## src/hdl/pipe_pkg.sv

```systemverilog
// shared constants for the dual-issue pipeline control
// bus widths, stall/flush bit positions, issue word codes
// reset and trap addresses, atomic sequencer states, timer width
package pipe_pkg;

    // datapath widths
    localparam int INST_ADDR_WIDTH = 32;
    localparam int REG_ADDR_WIDTH  = 5;
    localparam int CU_BUS_WIDTH    = 4;

    // bit positions inside every stall/flush bus
    localparam int CU_STALL          = 0;
    localparam int CU_FLUSH          = 1;
    localparam int CU_STALL_DISPATCH = 2;
    localparam int CU_STALL_AGU      = 3;

    // issue word from the hazard unit, bit 0 is slot 1
    localparam logic [1:0] ISSUE_NONE  = 2'b00;
    localparam logic [1:0] ISSUE_SLOT1 = 2'b01;
    localparam logic [1:0] ISSUE_SLOT2 = 2'b10;
    localparam logic [1:0] ISSUE_BOTH  = 2'b11;

    // fetch addresses
    localparam logic [INST_ADDR_WIDTH-1:0] RESET_PC   = 32'h0000_0000;
    localparam logic [INST_ADDR_WIDTH-1:0] TRAP_VEC   = 32'h0000_0100;
    // one fetch brings an instruction pair
    localparam logic [INST_ADDR_WIDTH-1:0] FETCH_STEP = 32'd8;

    // atomic read-modify-write sequencer
    localparam int         ATOM_BUSY_CYCLES = 3;
    localparam int         ATOM_STATE_WIDTH = 2;
    localparam logic [1:0] ATOM_IDLE        = 2'd0;
    localparam logic [1:0] ATOM_LOCK        = 2'd1;
    localparam logic [1:0] ATOM_READ        = 2'd2;
    localparam logic [1:0] ATOM_WRITE       = 2'd3;

    // machine timer counter and compare width
    localparam int TIMER_WIDTH = 16;

endpackage

```

## src/hdl/atom_fsm.sv

```systemverilog
// atomic read-modify-write sequencer
// IDLE, LOCK, READ, WRITE walk with busy outside IDLE
`timescale 1ns/1ps

module atom_fsm (
    input  logic clk,
    input  logic reset_i,
    // one-cycle request to start an atomic op
    input  logic atom_start_i,
    output logic atom_busy_o
);

    logic [pipe_pkg::ATOM_STATE_WIDTH-1:0] state_q;
    logic [pipe_pkg::ATOM_STATE_WIDTH-1:0] state_d;

    // next state
    always_comb begin
        state_d = state_q;
        case (state_q)
            pipe_pkg::ATOM_IDLE: begin
                // starts only count here
                if (atom_start_i) begin
                    state_d = pipe_pkg::ATOM_LOCK;
                end
            end
            pipe_pkg::ATOM_LOCK: begin
                // reservation taken
                state_d = pipe_pkg::ATOM_READ;
            end
            pipe_pkg::ATOM_READ: begin
                // old value fetched
                state_d = pipe_pkg::ATOM_WRITE;
            end
            pipe_pkg::ATOM_WRITE: begin
                // result written back, release
                state_d = pipe_pkg::ATOM_IDLE;
            end
            default: begin
                state_d = pipe_pkg::ATOM_IDLE;
            end
        endcase
    end

    always_ff @(posedge clk) begin
        if (reset_i) begin
            state_q <= pipe_pkg::ATOM_IDLE;
        end else begin
            state_q <= state_d;
        end
    end

    // busy straight from state, one cycle per phase
    assign atom_busy_o = (state_q != pipe_pkg::ATOM_IDLE);

    // busy window is bounded by the sequence length
    property p_busy_bounded;
        @(posedge clk) disable iff (reset_i)
            $rose(atom_busy_o) |-> ##[1:pipe_pkg::ATOM_BUSY_CYCLES] !atom_busy_o;
    endproperty

    a_busy_bounded: assert property (p_busy_bounded)
        else $error("atomic busy longer than the sequence");

endmodule

```

## src/hdl/fetch_pc.sv

```systemverilog
// fetch program counter for instruction pairs
// trap, then jump, then stall, else step
`timescale 1ns/1ps

module fetch_pc (
    input  logic                                 clk,
    input  logic                                 reset_i,
    // fetch stall/flush bus
    input  logic [pipe_pkg::CU_BUS_WIDTH-1:0]    fetch_bus_i,
    // granted jump from the controller
    input  logic                                 jump_flag_i,
    input  logic [pipe_pkg::INST_ADDR_WIDTH-1:0] jump_addr_i,
    // interrupt from the timer
    input  logic                                 trap_i,
    output logic [pipe_pkg::INST_ADDR_WIDTH-1:0] pc_o
);

    logic [pipe_pkg::INST_ADDR_WIDTH-1:0] pc_d;
    logic                                 fetch_stall;

    assign fetch_stall = fetch_bus_i[pipe_pkg::CU_STALL];

    // next pc by priority
    always_comb begin
        if (trap_i) begin
            pc_d = pipe_pkg::TRAP_VEC;
        end else if (jump_flag_i) begin
            pc_d = jump_addr_i;
        end else if (fetch_stall) begin
            // hold current pair
            pc_d = pc_o;
        end else begin
            pc_d = pc_o + pipe_pkg::FETCH_STEP;
        end
    end

    always_ff @(posedge clk) begin
        if (reset_i) begin
            pc_o <= pipe_pkg::RESET_PC;
        end else begin
            pc_o <= pc_d;
        end
    end

endmodule

```

## src/hdl/hazard_unit.sv

```systemverilog
// hazard unit for the two decode slots
// finds RAW inside the pair and load-use against execute
// encodes the 2-bit issue word
`timescale 1ns/1ps

module hazard_unit (
    // slot 1 fields
    input  logic [pipe_pkg::REG_ADDR_WIDTH-1:0] rd1_i,
    input  logic [pipe_pkg::REG_ADDR_WIDTH-1:0] rs1a_i,
    input  logic [pipe_pkg::REG_ADDR_WIDTH-1:0] rs1b_i,
    input  logic                                valid1_i,
    // slot 2 fields
    input  logic [pipe_pkg::REG_ADDR_WIDTH-1:0] rs2a_i,
    input  logic [pipe_pkg::REG_ADDR_WIDTH-1:0] rs2b_i,
    input  logic                                valid2_i,
    // load currently in execute
    input  logic [pipe_pkg::REG_ADDR_WIDTH-1:0] ex_load_rd_i,
    input  logic                                ex_load_valid_i,

    output logic [1:0]                          issue_inst_o
);

    logic load_live;
    logic load_use1;
    logic load_use2;
    logic raw_pair;
    logic block1;
    logic block2;

    // x0 never carries a dependency
    assign load_live = ex_load_valid_i && (ex_load_rd_i != '0);

    // load-use per slot, either source matches the load target
    assign load_use1 = load_live &&
                       ((rs1a_i == ex_load_rd_i) || (rs1b_i == ex_load_rd_i));
    assign load_use2 = load_live &&
                       ((rs2a_i == ex_load_rd_i) || (rs2b_i == ex_load_rd_i));

    // slot 2 reading the result of slot 1 in the same pair
    assign raw_pair = valid1_i && (rd1_i != '0) &&
                      ((rs2a_i == rd1_i) || (rs2b_i == rd1_i));

    // an empty slot is never blocked
    assign block1 = valid1_i && load_use1;
    assign block2 = valid2_i && (raw_pair || load_use2);

    always_comb begin
        case ({block2, block1})
            2'b00: begin
                issue_inst_o = pipe_pkg::ISSUE_BOTH;
            end
            2'b10: begin
                // older slot goes alone
                issue_inst_o = pipe_pkg::ISSUE_SLOT1;
            end
            2'b01: begin
                // younger slot may pass only if it is independent of slot 1
                issue_inst_o = raw_pair ? pipe_pkg::ISSUE_NONE : pipe_pkg::ISSUE_SLOT2;
            end
            default: begin
                issue_inst_o = pipe_pkg::ISSUE_NONE;
            end
        endcase
    end

endmodule

```

## src/hdl/mtimer.sv

```systemverilog
// machine timer
// free-running counter, compare register, armed flag
// one-cycle interrupt flush on a match
`timescale 1ns/1ps

module mtimer (
    input  logic                            clk,
    input  logic                            reset_i,
    // write restarts the count and arms
    input  logic                            timer_we_i,
    input  logic [pipe_pkg::TIMER_WIDTH-1:0] timer_cmp_i,
    output logic                            timer_flush_o
);

    logic [pipe_pkg::TIMER_WIDTH-1:0] count_q;
    logic [pipe_pkg::TIMER_WIDTH-1:0] cmp_q;
    logic                             armed_q;

    always_ff @(posedge clk) begin
        if (reset_i) begin
            count_q <= '0;
            armed_q <= 1'b0;
        end else begin
            if (timer_we_i) begin
                // count restarts at the write edge
                count_q <= '0;
                armed_q <= 1'b1;
            end else begin
                count_q <= count_q + 1'b1;
                // one shot, disarm after the match cycle
                if (timer_flush_o) begin
                    armed_q <= 1'b0;
                end
            end
        end
    end

    // compare value only
    always_ff @(posedge clk) begin
        if (timer_we_i) begin
            cmp_q <= timer_cmp_i;
        end
    end

    // match cycle, N edges after the write edge
    assign timer_flush_o = armed_q && (count_q == cmp_q);

    // pulse never stretches unless a new write rearms it
    property p_flush_pulse;
        @(posedge clk) disable iff (reset_i)
            (timer_flush_o && !timer_we_i) |=> !timer_flush_o;
    endproperty

    a_flush_pulse: assert property (p_flush_pulse)
        else $error("timer flush held two cycles");

endmodule

```

## src/hdl/pipe_ctrl.sv

```systemverilog
// pipeline controller
// decodes the issue word into hold and issued-flush terms
// builds the fetch, decode slot and instruction cache stall/flush buses
`timescale 1ns/1ps

module pipe_ctrl (
    // from execute
    input  logic                                 jump_flag_i,
    input  logic [pipe_pkg::INST_ADDR_WIDTH-1:0] jump_addr_i,
    input  logic                                 stall_flag_ex_i,
    // atomic sequencer busy
    input  logic                                 atom_opt_busy_i,
    // interrupt flush from the timer
    input  logic                                 flush_flag_clint_i,
    // issue word from the hazard unit
    input  logic [1:0]                           issue_inst_hdu_i,
    // address generation stall
    input  logic                                 agu_req_stall_i,

    output logic [pipe_pkg::CU_BUS_WIDTH-1:0]    stall_flag_o,
    output logic [pipe_pkg::CU_BUS_WIDTH-1:0]    stall_flag1_o,
    output logic [pipe_pkg::CU_BUS_WIDTH-1:0]    stall_flag2_o,
    output logic [pipe_pkg::CU_BUS_WIDTH-1:0]    stall_flag_icu_o,

    // redirect to fetch
    output logic                                 jump_flag_o,
    output logic [pipe_pkg::INST_ADDR_WIDTH-1:0] jump_addr_o
);

    logic hold_if;
    logic hold_id1;
    logic hold_id2;
    logic issued_id1;
    logic issued_id2;
    logic redirect_flush;

    // pack one bus from its four terms
    function automatic logic [pipe_pkg::CU_BUS_WIDTH-1:0] make_bus(
        input logic stall,
        input logic flush,
        input logic dispatch,
        input logic agu
    );
        logic [pipe_pkg::CU_BUS_WIDTH-1:0] bus;
        bus                               = '0;
        bus[pipe_pkg::CU_STALL]           = stall;
        bus[pipe_pkg::CU_FLUSH]           = flush;
        bus[pipe_pkg::CU_STALL_DISPATCH]  = dispatch;
        bus[pipe_pkg::CU_STALL_AGU]       = agu;
        return bus;
    endfunction

    // per-stage hold and issued-flush from the issue word
    always_comb begin
        hold_if    = 1'b0;
        hold_id1   = 1'b0;
        hold_id2   = 1'b0;
        issued_id1 = 1'b0;
        issued_id2 = 1'b0;
        case (issue_inst_hdu_i)
            pipe_pkg::ISSUE_NONE: begin
                hold_if  = 1'b1;
                hold_id1 = 1'b1;
                hold_id2 = 1'b1;
            end
            pipe_pkg::ISSUE_SLOT1: begin
                // slot 1 left, its decode register empties
                hold_if    = 1'b1;
                hold_id2   = 1'b1;
                issued_id1 = 1'b1;
            end
            pipe_pkg::ISSUE_SLOT2: begin
                hold_if    = 1'b1;
                hold_id1   = 1'b1;
                issued_id2 = 1'b1;
            end
            default: begin
                // both issued, pipeline flows
            end
        endcase
    end

    // jump waits for execute and for any atomic in flight
    assign jump_flag_o = jump_flag_i & ~stall_flag_ex_i & ~atom_opt_busy_i;
    assign jump_addr_o = jump_addr_i;

    // taken jump or interrupt kills everything younger
    assign redirect_flush = jump_flag_o | flush_flag_clint_i;

    // fetch
    assign stall_flag_o = make_bus(stall_flag_ex_i | (hold_if & ~jump_flag_i),
                                   redirect_flush, stall_flag_ex_i, agu_req_stall_i);
    // decode slot 1
    assign stall_flag1_o = make_bus(stall_flag_ex_i | (hold_id1 & ~jump_flag_i),
                                    redirect_flush | issued_id1,
                                    stall_flag_ex_i, agu_req_stall_i);
    // decode slot 2
    assign stall_flag2_o = make_bus(stall_flag_ex_i | (hold_id2 & ~jump_flag_i),
                                    redirect_flush | issued_id2,
                                    stall_flag_ex_i, agu_req_stall_i);
    // instruction cache only stalls on the AGU
    assign stall_flag_icu_o = make_bus(agu_req_stall_i, redirect_flush,
                                       stall_flag_ex_i, agu_req_stall_i);

endmodule

```

## src/hdl/pipe_top.sv

```systemverilog
// pipeline control top level
// hazard unit, controller, atomic sequencer, timer, fetch pc
`timescale 1ns/1ps

module pipe_top (
    input  logic                                 clk,
    input  logic                                 reset_i,
    // decode slot 1
    input  logic [pipe_pkg::REG_ADDR_WIDTH-1:0]  rd1_i,
    input  logic [pipe_pkg::REG_ADDR_WIDTH-1:0]  rs1a_i,
    input  logic [pipe_pkg::REG_ADDR_WIDTH-1:0]  rs1b_i,
    input  logic                                 valid1_i,
    // decode slot 2
    input  logic [pipe_pkg::REG_ADDR_WIDTH-1:0]  rs2a_i,
    input  logic [pipe_pkg::REG_ADDR_WIDTH-1:0]  rs2b_i,
    input  logic                                 valid2_i,
    // load in execute
    input  logic [pipe_pkg::REG_ADDR_WIDTH-1:0]  ex_load_rd_i,
    input  logic                                 ex_load_valid_i,
    // execute and agu requests
    input  logic                                 jump_flag_i,
    input  logic [pipe_pkg::INST_ADDR_WIDTH-1:0] jump_addr_i,
    input  logic                                 stall_flag_ex_i,
    input  logic                                 agu_req_stall_i,
    // atomic start and timer programming
    input  logic                                 atom_start_i,
    input  logic                                 timer_we_i,
    input  logic [pipe_pkg::TIMER_WIDTH-1:0]     timer_cmp_i,

    output logic [pipe_pkg::CU_BUS_WIDTH-1:0]    stall_flag_o,
    output logic [pipe_pkg::CU_BUS_WIDTH-1:0]    stall_flag1_o,
    output logic [pipe_pkg::CU_BUS_WIDTH-1:0]    stall_flag2_o,
    output logic [pipe_pkg::CU_BUS_WIDTH-1:0]    stall_flag_icu_o,
    output logic                                 jump_flag_o,
    output logic [pipe_pkg::INST_ADDR_WIDTH-1:0] jump_addr_o,
    output logic [pipe_pkg::INST_ADDR_WIDTH-1:0] pc_o
);

    logic [1:0] issue_inst;
    logic       atom_busy;
    logic       timer_flush;

    hazard_unit i_hazard_unit (
        .rd1_i           (rd1_i),
        .rs1a_i          (rs1a_i),
        .rs1b_i          (rs1b_i),
        .valid1_i        (valid1_i),
        .rs2a_i          (rs2a_i),
        .rs2b_i          (rs2b_i),
        .valid2_i        (valid2_i),
        .ex_load_rd_i    (ex_load_rd_i),
        .ex_load_valid_i (ex_load_valid_i),
        .issue_inst_o    (issue_inst)
    );

    pipe_ctrl i_pipe_ctrl (
        .jump_flag_i        (jump_flag_i),
        .jump_addr_i        (jump_addr_i),
        .stall_flag_ex_i    (stall_flag_ex_i),
        .atom_opt_busy_i    (atom_busy),
        .flush_flag_clint_i (timer_flush),
        .issue_inst_hdu_i   (issue_inst),
        .agu_req_stall_i    (agu_req_stall_i),
        .stall_flag_o       (stall_flag_o),
        .stall_flag1_o      (stall_flag1_o),
        .stall_flag2_o      (stall_flag2_o),
        .stall_flag_icu_o   (stall_flag_icu_o),
        .jump_flag_o        (jump_flag_o),
        .jump_addr_o        (jump_addr_o)
    );

    atom_fsm i_atom_fsm (
        .clk          (clk),
        .reset_i      (reset_i),
        .atom_start_i (atom_start_i),
        .atom_busy_o  (atom_busy)
    );

    mtimer i_mtimer (
        .clk           (clk),
        .reset_i       (reset_i),
        .timer_we_i    (timer_we_i),
        .timer_cmp_i   (timer_cmp_i),
        .timer_flush_o (timer_flush)
    );

    // fetch follows the fetch bus and the granted jump
    fetch_pc i_fetch_pc (
        .clk         (clk),
        .reset_i     (reset_i),
        .fetch_bus_i (stall_flag_o),
        .jump_flag_i (jump_flag_o),
        .jump_addr_i (jump_addr_o),
        .trap_i      (timer_flush),
        .pc_o        (pc_o)
    );

endmodule

```

## config.mk

```make
export PLATFORM = sky130hd
export DESIGN_NAME = pipe_top
export DESIGN_NICKNAME = d
export VERILOG_FILES = /design/src/hdl/pipe_pkg.sv /design/src/hdl/atom_fsm.sv /design/src/hdl/fetch_pc.sv /design/src/hdl/hazard_unit.sv /design/src/hdl/mtimer.sv /design/src/hdl/pipe_ctrl.sv /design/src/hdl/pipe_top.sv
export SDC_FILE = /design/constraint.sdc
export NUM_CORES = 1
export LEC_CHECK = 0
export BUFFER_PORTS_ARGS = -buffer_cell sky130_fd_sc_hd__buf_2
export CAP_MARGIN = 15
export CORE_ASPECT_RATIO = 2
export CORE_MARGIN = 5
export CORE_UTILIZATION = 49
export CTS_BUF_LIST = sky130_fd_sc_hd__clkbuf_16
export DETAILED_ROUTE_END_ITERATION = 6
export PLACE_DENSITY = 0.81
export SYNTH_ARGS = -nofsm -noshare
export SYNTH_HDL_FRONTEND = slang
export SYNTH_SLANG_ARGS = --single-unit
```

## constraint.sdc

```tcl
create_clock -name clk -period 2.5 [get_ports clk]
set_input_delay 0.125 -clock clk [delete_from_list [all_inputs] [get_ports clk]]
set_output_delay 0.125 -clock clk [all_outputs]
set_load 0.01 [all_outputs]
```

**Word level (Yosys, flattened, before mapping)**

Index checks and enable logic that the tools add are counted.
Widths: inputs -> output; s select.

- Register bits: 67
- Bits in latches: 0
- RAM bits: 0
- Bits in read-only memories: 0
- Bits of input ports: 88
- Output and inout port bits: 81
- Word-level logic and storage cells: 77
- Memories: 0

- Add/sub/neg operators: 2
- Multiply operators: 0
- Divide/modulo/power cells: 0
- Order comparisons: 0
- Equality and inequality tests: 17
- Shift operators: 0
- Muxes and demuxes: 14
- Bitwise operators: 14
- Reductions and logical operators: 24

Operators with widths:

| cell | number |
|---|---|
| $mux 32 | 2 |
| $add 32x4->32 const B | 1 |
| $eq 5x5->1 | 6 |
| $add 16x1->16 const B | 1 |
| $eq 16x16->1 | 1 |
| $reduce_bool 5->1 | 2 |
| $mux 9 | 1 |
| $eq 2x2->1 const B | 4 |
| $logic_and 1x1->1 | 8 |
| $pmux 2 s4 | 1 |
| $reduce_or 2->1 | 4 |
| $mux 1 | 7 |
| $eq 2x1->1 const B | 3 |
| $logic_not 2->1 | 3 |
| $or 1x1->1 | 6 |
| $pmux 2 s3 | 1 |
| $and 1x1->1 | 5 |
| $logic_or 1x1->1 | 4 |
| $mux 2 | 2 |
| $ne 2x2->1 const B | 2 |
| $reduce_bool 2->1 | 2 |
| $ne 3x3->1 const B | 1 |
| $not 1->1 | 3 |
| $reduce_or 3->1 | 1 |

**Depth between registers and ports, before layout**

- Depth in word-level cells: 15
- Depth in mapped cells: 10

**Modules after synthesis**

From an unflattened synthesis, not the netlist that was laid out.

- Cells, all modules: 446
- Area total of the unflattened synthesis: 4037.6 um^2

By module, submodules not included:

| module | times used | cells an instance | area each (um^2) | sequential area each (um^2) |
|---|---|---|---|---|
| fetch_pc | 1 | 199 | 1697.9 | 640.6 |
| mtimer | 1 | 122 | 1385.1 | 820.8 |
| hazard_unit | 1 | 58 | 431.7 | 0.0 |
| pipe_ctrl | 1 | 53 | 399.1 | 0.0 |
| atom_fsm | 1 | 14 | 123.9 | 40.0 |

**Worst setup path after synthesis**

Ideal clock, no wire load.

- Kind: register to register
- From: register i_fetch_pc.pc_o[3] (netlist bit)
- To: register i_fetch_pc.pc_o[29] (netlist bit)
- Data arrival time: 2.046 ns
- Setup slack: 0.367 ns
- Stages on the path, launching flop included: 10
- Path buffers: 1
- Clock period less this slack: 2.133 ns
- Cell sequence: dfxtp_1 -> ha_1 -> nand3_1 -> nor3_1 -> and2_0 -> buf_2 -> nand2_1 -> nor4_1 -> a21oi_1 -> o31ai_1

- Cells in the longest elaborated chain, start to end: 3

Ends and longest elaborated chain:

| what | line | RTL |
|---|---|---|
| start, declared | fetch_pc.sv:15 | `output logic [pipe_pkg::INST_ADDR_WIDTH-1:0] pc_o` |
| start signal, assigned | fetch_pc.sv:39 | `pc_o <= pipe_pkg::RESET_PC;` |
| start signal, assigned | fetch_pc.sv:41 | `pc_o <= pc_d;` |
| $add 32x4->32 | fetch_pc.sv:33 | `pc_d = pc_o + pipe_pkg::FETCH_STEP;` |
| $mux 32 | fetch_pc.sv:29 | `end else if (fetch_stall) begin` |
| $mux 32 | fetch_pc.sv:27 | `end else if (jump_flag_i) begin` |

Every way passes these cells. The select of a mux whose other input is x is not followed.
A chain may end at the register's enable or synchronous reset.

**Final worst setup path**

- From: register i_mtimer.cmp_q[14] (netlist bit)
- To: output port stall_flag1_o[1] (netlist bit)

- Cells in the longest elaborated chain, start to end: 4

Ends and longest elaborated chain:

| what | line | RTL |
|---|---|---|
| start, declared | mtimer.sv:16 | `logic [pipe_pkg::TIMER_WIDTH-1:0] cmp_q;` |
| start signal, assigned | mtimer.sv:41 | `cmp_q <= timer_cmp_i;` |
| $eq 16x16->1 | mtimer.sv:46 | `assign timer_flush_o = armed_q && (count_q == cmp_q);` |
| $logic_and 1x1->1 | mtimer.sv:46 |  |
| $or 1x1->1 | pipe_ctrl.sv:88 | `assign redirect_flush = jump_flag_o \| flush_flag_clint_i;` |
| $or 1x1->1 | pipe_ctrl.sv:95 | `redirect_flush \| issued_id1,` |
| end, declared | pipe_top.sv:31 | `output logic [pipe_pkg::CU_BUS_WIDTH-1:0] stall_flag1_o,` |

Every way passes these cells.

==> run_results.csv <==
group,metric,value,unit
power_and_ir_drop,p_int,2.30,mW
synth,yosysTopAreaCell,"dfxtp_1",
floorplan,initial_core_util,0.499,
grt,overflow,0,
sta,fin_ws,0.157,ns
floorplan,core_area,0.00829,mm^2
clock_tree,cts_root_buf,"clkbuf_16",
synth,synthTopCellsByCount,"dfxtp_1, nor2_1, xnor2_1",
synth,syn_avg_cell_area,8.43,um^2
placed_design,place_hpwl,8780,um
worst_setup_path,required,2.38,ns
power_and_ir_drop,leakage,2.12,nW
power_and_ir_drop,swShare,0.300,
sta,maxSlewHeadroom,0.624,
worst_setup_path,r2r_setup_slack,0.26,ns
grt,antenna_found_initial,0,
worst_setup_path,critPathKind,"reg -> out",
grt,grt_max_degree,55,
drt,drc,0,
synth,synth-edff-count,16,
min_path,min_from,"jump_addr_i[1]",
drt,ant_nets,0,
power_and_ir_drop,clockPowerShare,0.376,
worst_setup_path,reg2reg_depth,8,
power_and_ir_drop,cellPowerDensity,636,mW/mm^2
floorplan,io_pins,169,
placed_design,dp_cells,685,
placed_design,place_area,0.00471,mm^2
final_layout,stdcell_count,717,
grt,grt_pass1_vias,4130,
worst_setup_path,endpoint_kind,"output port",
synth,yosysMostFrequentCell,"dfxtp_1",
sta,drv_slew,0,
worst_setup_path,path_max_fanout,4,
sta,setup_violations,0,
synth,synth_nets,584,
sta,finalHoldViolations,0,
synth,ys_ff_latch,67,
run,max_cap_viol_count,0,
power_and_ir_drop,combinationalPowerShare,0.232,
clock_tree,cts_buffers,9,
final_layout,drive_gt1_frac,0.326,
clock_tree,cts.clk_slew.worst_paths,0.05,ns
worst_setup_path,crit_arrival,2.22,ns
clock_tree,clock_sinks,67,
final_layout,finalInstanceArea,0.00516,mm^2
drt,via_count,4101,
floorplan,chipWidth,75.0,um
synth,ys_types,51,
drt,wl_per_cell,16.5,um
worst_setup_path,r2r_end,"i_fetch_pc.pc_o[25]",
synth,synth_area,0.00414,mm^2
status,status,"completed",
worst_setup_path,slowest_stage,"edfxtp_1",
final_layout,nets,707,
drt,vias_per_cell,5.72,
drt,first_iter_violations,208,
sta,max_freq,427,MHz
sta,period_needed,2.34,ns
drt,firstDrtPassIters,6,
worst_setup_path,cp_cell_sequence,"xnor2_1 > nand4_1 > nor4_1 > buf_4 > nand2_1 > nand2_1 > o21bai_1 > buf_2",
sta,rsz0062_at_grt,"false",
power_and_ir_drop,power.total,3.28,mW
min_path,hold_depth,3,
clock_tree,post_cts_resize_count,0,
synth,ys_seq_area_frac,0.363,
worst_setup_path,cpMostUsedCell,"nand2_1",
synth,synthTopCellsByArea,"dfxtp_1, edfxtp_1, xnor2_1",
final_layout,areaGrowthSynthToFinish,24.6,%
synth,synthFlopType,"dfxtp_1",
floorplan,die-area,0.0105,mm^2
sta,skew,0.00644,ns
floorplan,row_count,47,
sta,hold_ws,0.0355,ns
clock_tree,worstSkewPairLatency,0.34,ns
worst_setup_path,r2r-start,"i_fetch_pc.pc_o[3]",
synth,yosys_warnings,0,
grt,grt_pass1_wl,19000,um
power_and_ir_drop,ir_drop,0.433,mV
worst_setup_path,crit_path_start_kind,"flop",
clock_tree,ctsLongestPathBuffers,2,
placed_design,pre_cts_ws,0.171,ns
final_layout,antennaDiodeCount,0,
floorplan,die_h,140,um
sta,finalCritPeriodShare,0.937,
power_and_ir_drop,power.switching,983,uW
min_path,min_path_type,"in -> reg",
final_layout,nFillCells,689,
clock_tree,cts_tree,"done",
sta,worst_slew_pin_slew,0.564,ns
power_and_ir_drop,pwr-share-seq,0.392,
drt,wirelength,11900,um
placed_design,gp_congestion,0.870,
synth,synthCells,491,
synth,yosysTopAreaCellShare,0.247,
final_layout,post-route-util,0.622,
placed_design,port_buffers,162,
synth,synthArstFlopShare,0,
sta,setup_tns,0,ns
grt,grt_use_total,0.230,
worst_setup_path,max_stage_delay,0.38,ns
clock_tree,htreeDepth,3,
cells in the final DEF, fill, tap and decap left out, types with 2 or more instances in the layout:
master,count
a21o_1,3
a21oi_1,44
a22oi_1,2
a31oi_1,7
a41oi_1,2
and2_1,3
and3_1,10
and4_1,3
buf_12,2
buf_2,162
buf_4,7
clkbuf_16,9
clkinv_2,3
dfxtp_1,51
dlygate4sd3_1,16
edfxtp_1,16
ha_1,5
inv_1,10
nand2_1,37
nand3_1,21
nand4_1,9
nand4b_1,2
nor2_1,48
nor2b_1,3
nor3_1,10
nor4_1,6
o211ai_1,11
o21ai_0,8
o221a_2,10
o22ai_1,2
o31ai_1,9
o32ai_1,5
or3_1,3
or4_1,2
xnor2_1,47
xor2_1,11
repair_timing:
action,CTS,global route
hold endpoints to repair,16,0
hold buffers,16,0
setup endpoints to repair,0,0
buffers inserted,0,0
power by group through the flow:
stage	Sequential (mW)	Clock (mW)	Combinational (mW)
finish	1.28	1.23	0.761
detailed placement	1.30	0	0.738
floorplan	1.31	0	0.488
CTS	1.28	1.25	0.763
global route	1.29	1.29	0.844
global placement	1.30	0	0.713
how the worst max path moves through the flow:
stage	from	end	slack (ns)
finish	i_mtimer.cmp_q[14]	stall_flag1_o[1]	0.16
global placement	ex_load_rd_i[0]	i_fetch_pc.pc_o[3]	0.25
detailed placement	ex_load_rd_i[0]	i_fetch_pc.pc_o[3]	0.17
floorplan	i_fetch_pc.pc_o[3]	i_fetch_pc.pc_o[29]	0.37
global route	i_fetch_pc.pc_o[3]	i_fetch_pc.pc_o[25]	0.004
CTS	i_mtimer.cmp_q[14]	stall_flag1_o[1]	0.14
routing by layer:
| layer | global-route usage | routed length, um | vias up |
|---|---|---|---|
| met4 | 0.105 | 387 | 0 |
| met3 | 0.0574 | 871 | 32 |
| met5 | 0 | 0 | - |
| met2 | 0.409 | 6330 | 204 |
| met1 | 0.242 | 4260 | 1908 |
| li1 | - | - | 1957 |
registers in the layout, indices dropped and copies added, names as in the netlist, named ones only:
| register | count |
|---|---|
| i_atom_fsm.state_q | 2 |
| i_fetch_pc.pc_o | 29 |
| i_mtimer.armed_q | 1 |
| i_mtimer.count_q | 16 |
| i_mtimer.cmp_q | 16 |
area by class of cell:
class | count | area, um^2 | area share
multi-input cells | 339 | 2150 | 0.416
well taps | 98 | 123 | 0.0238
clock buffers | 9 | 225 | 0.0437
repair buffers | 187 | 1060 | 0.206
inverters | 10 | 37.5 | 0.00728
clock inverters | 7 | 60.1 | 0.0116
flip-flops and latches | 67 | 1500 | 0.291
kinds of logic after synthesis:
kind of cell,count (synthesis),synth area share
AOI/OAI and AO/OA,113,0.187
xor gates and xnor gates,58,0.123
adders and majority gates,5,0.0151
buffers and inverters,85,0.121
DFF,67,0.363
muxes,1,0.00242
and+or+nand+nor,162,0.189
critical path, delay by kind of cell, from the launching register on:
kind	cells	cell delay, ns
compound gates	1	0.13
xor+xnor	1	0.26
buf+inv	2	0.35
flops	1	0.38
simple gates	4	0.77
(Power assumes the default switching activity.)
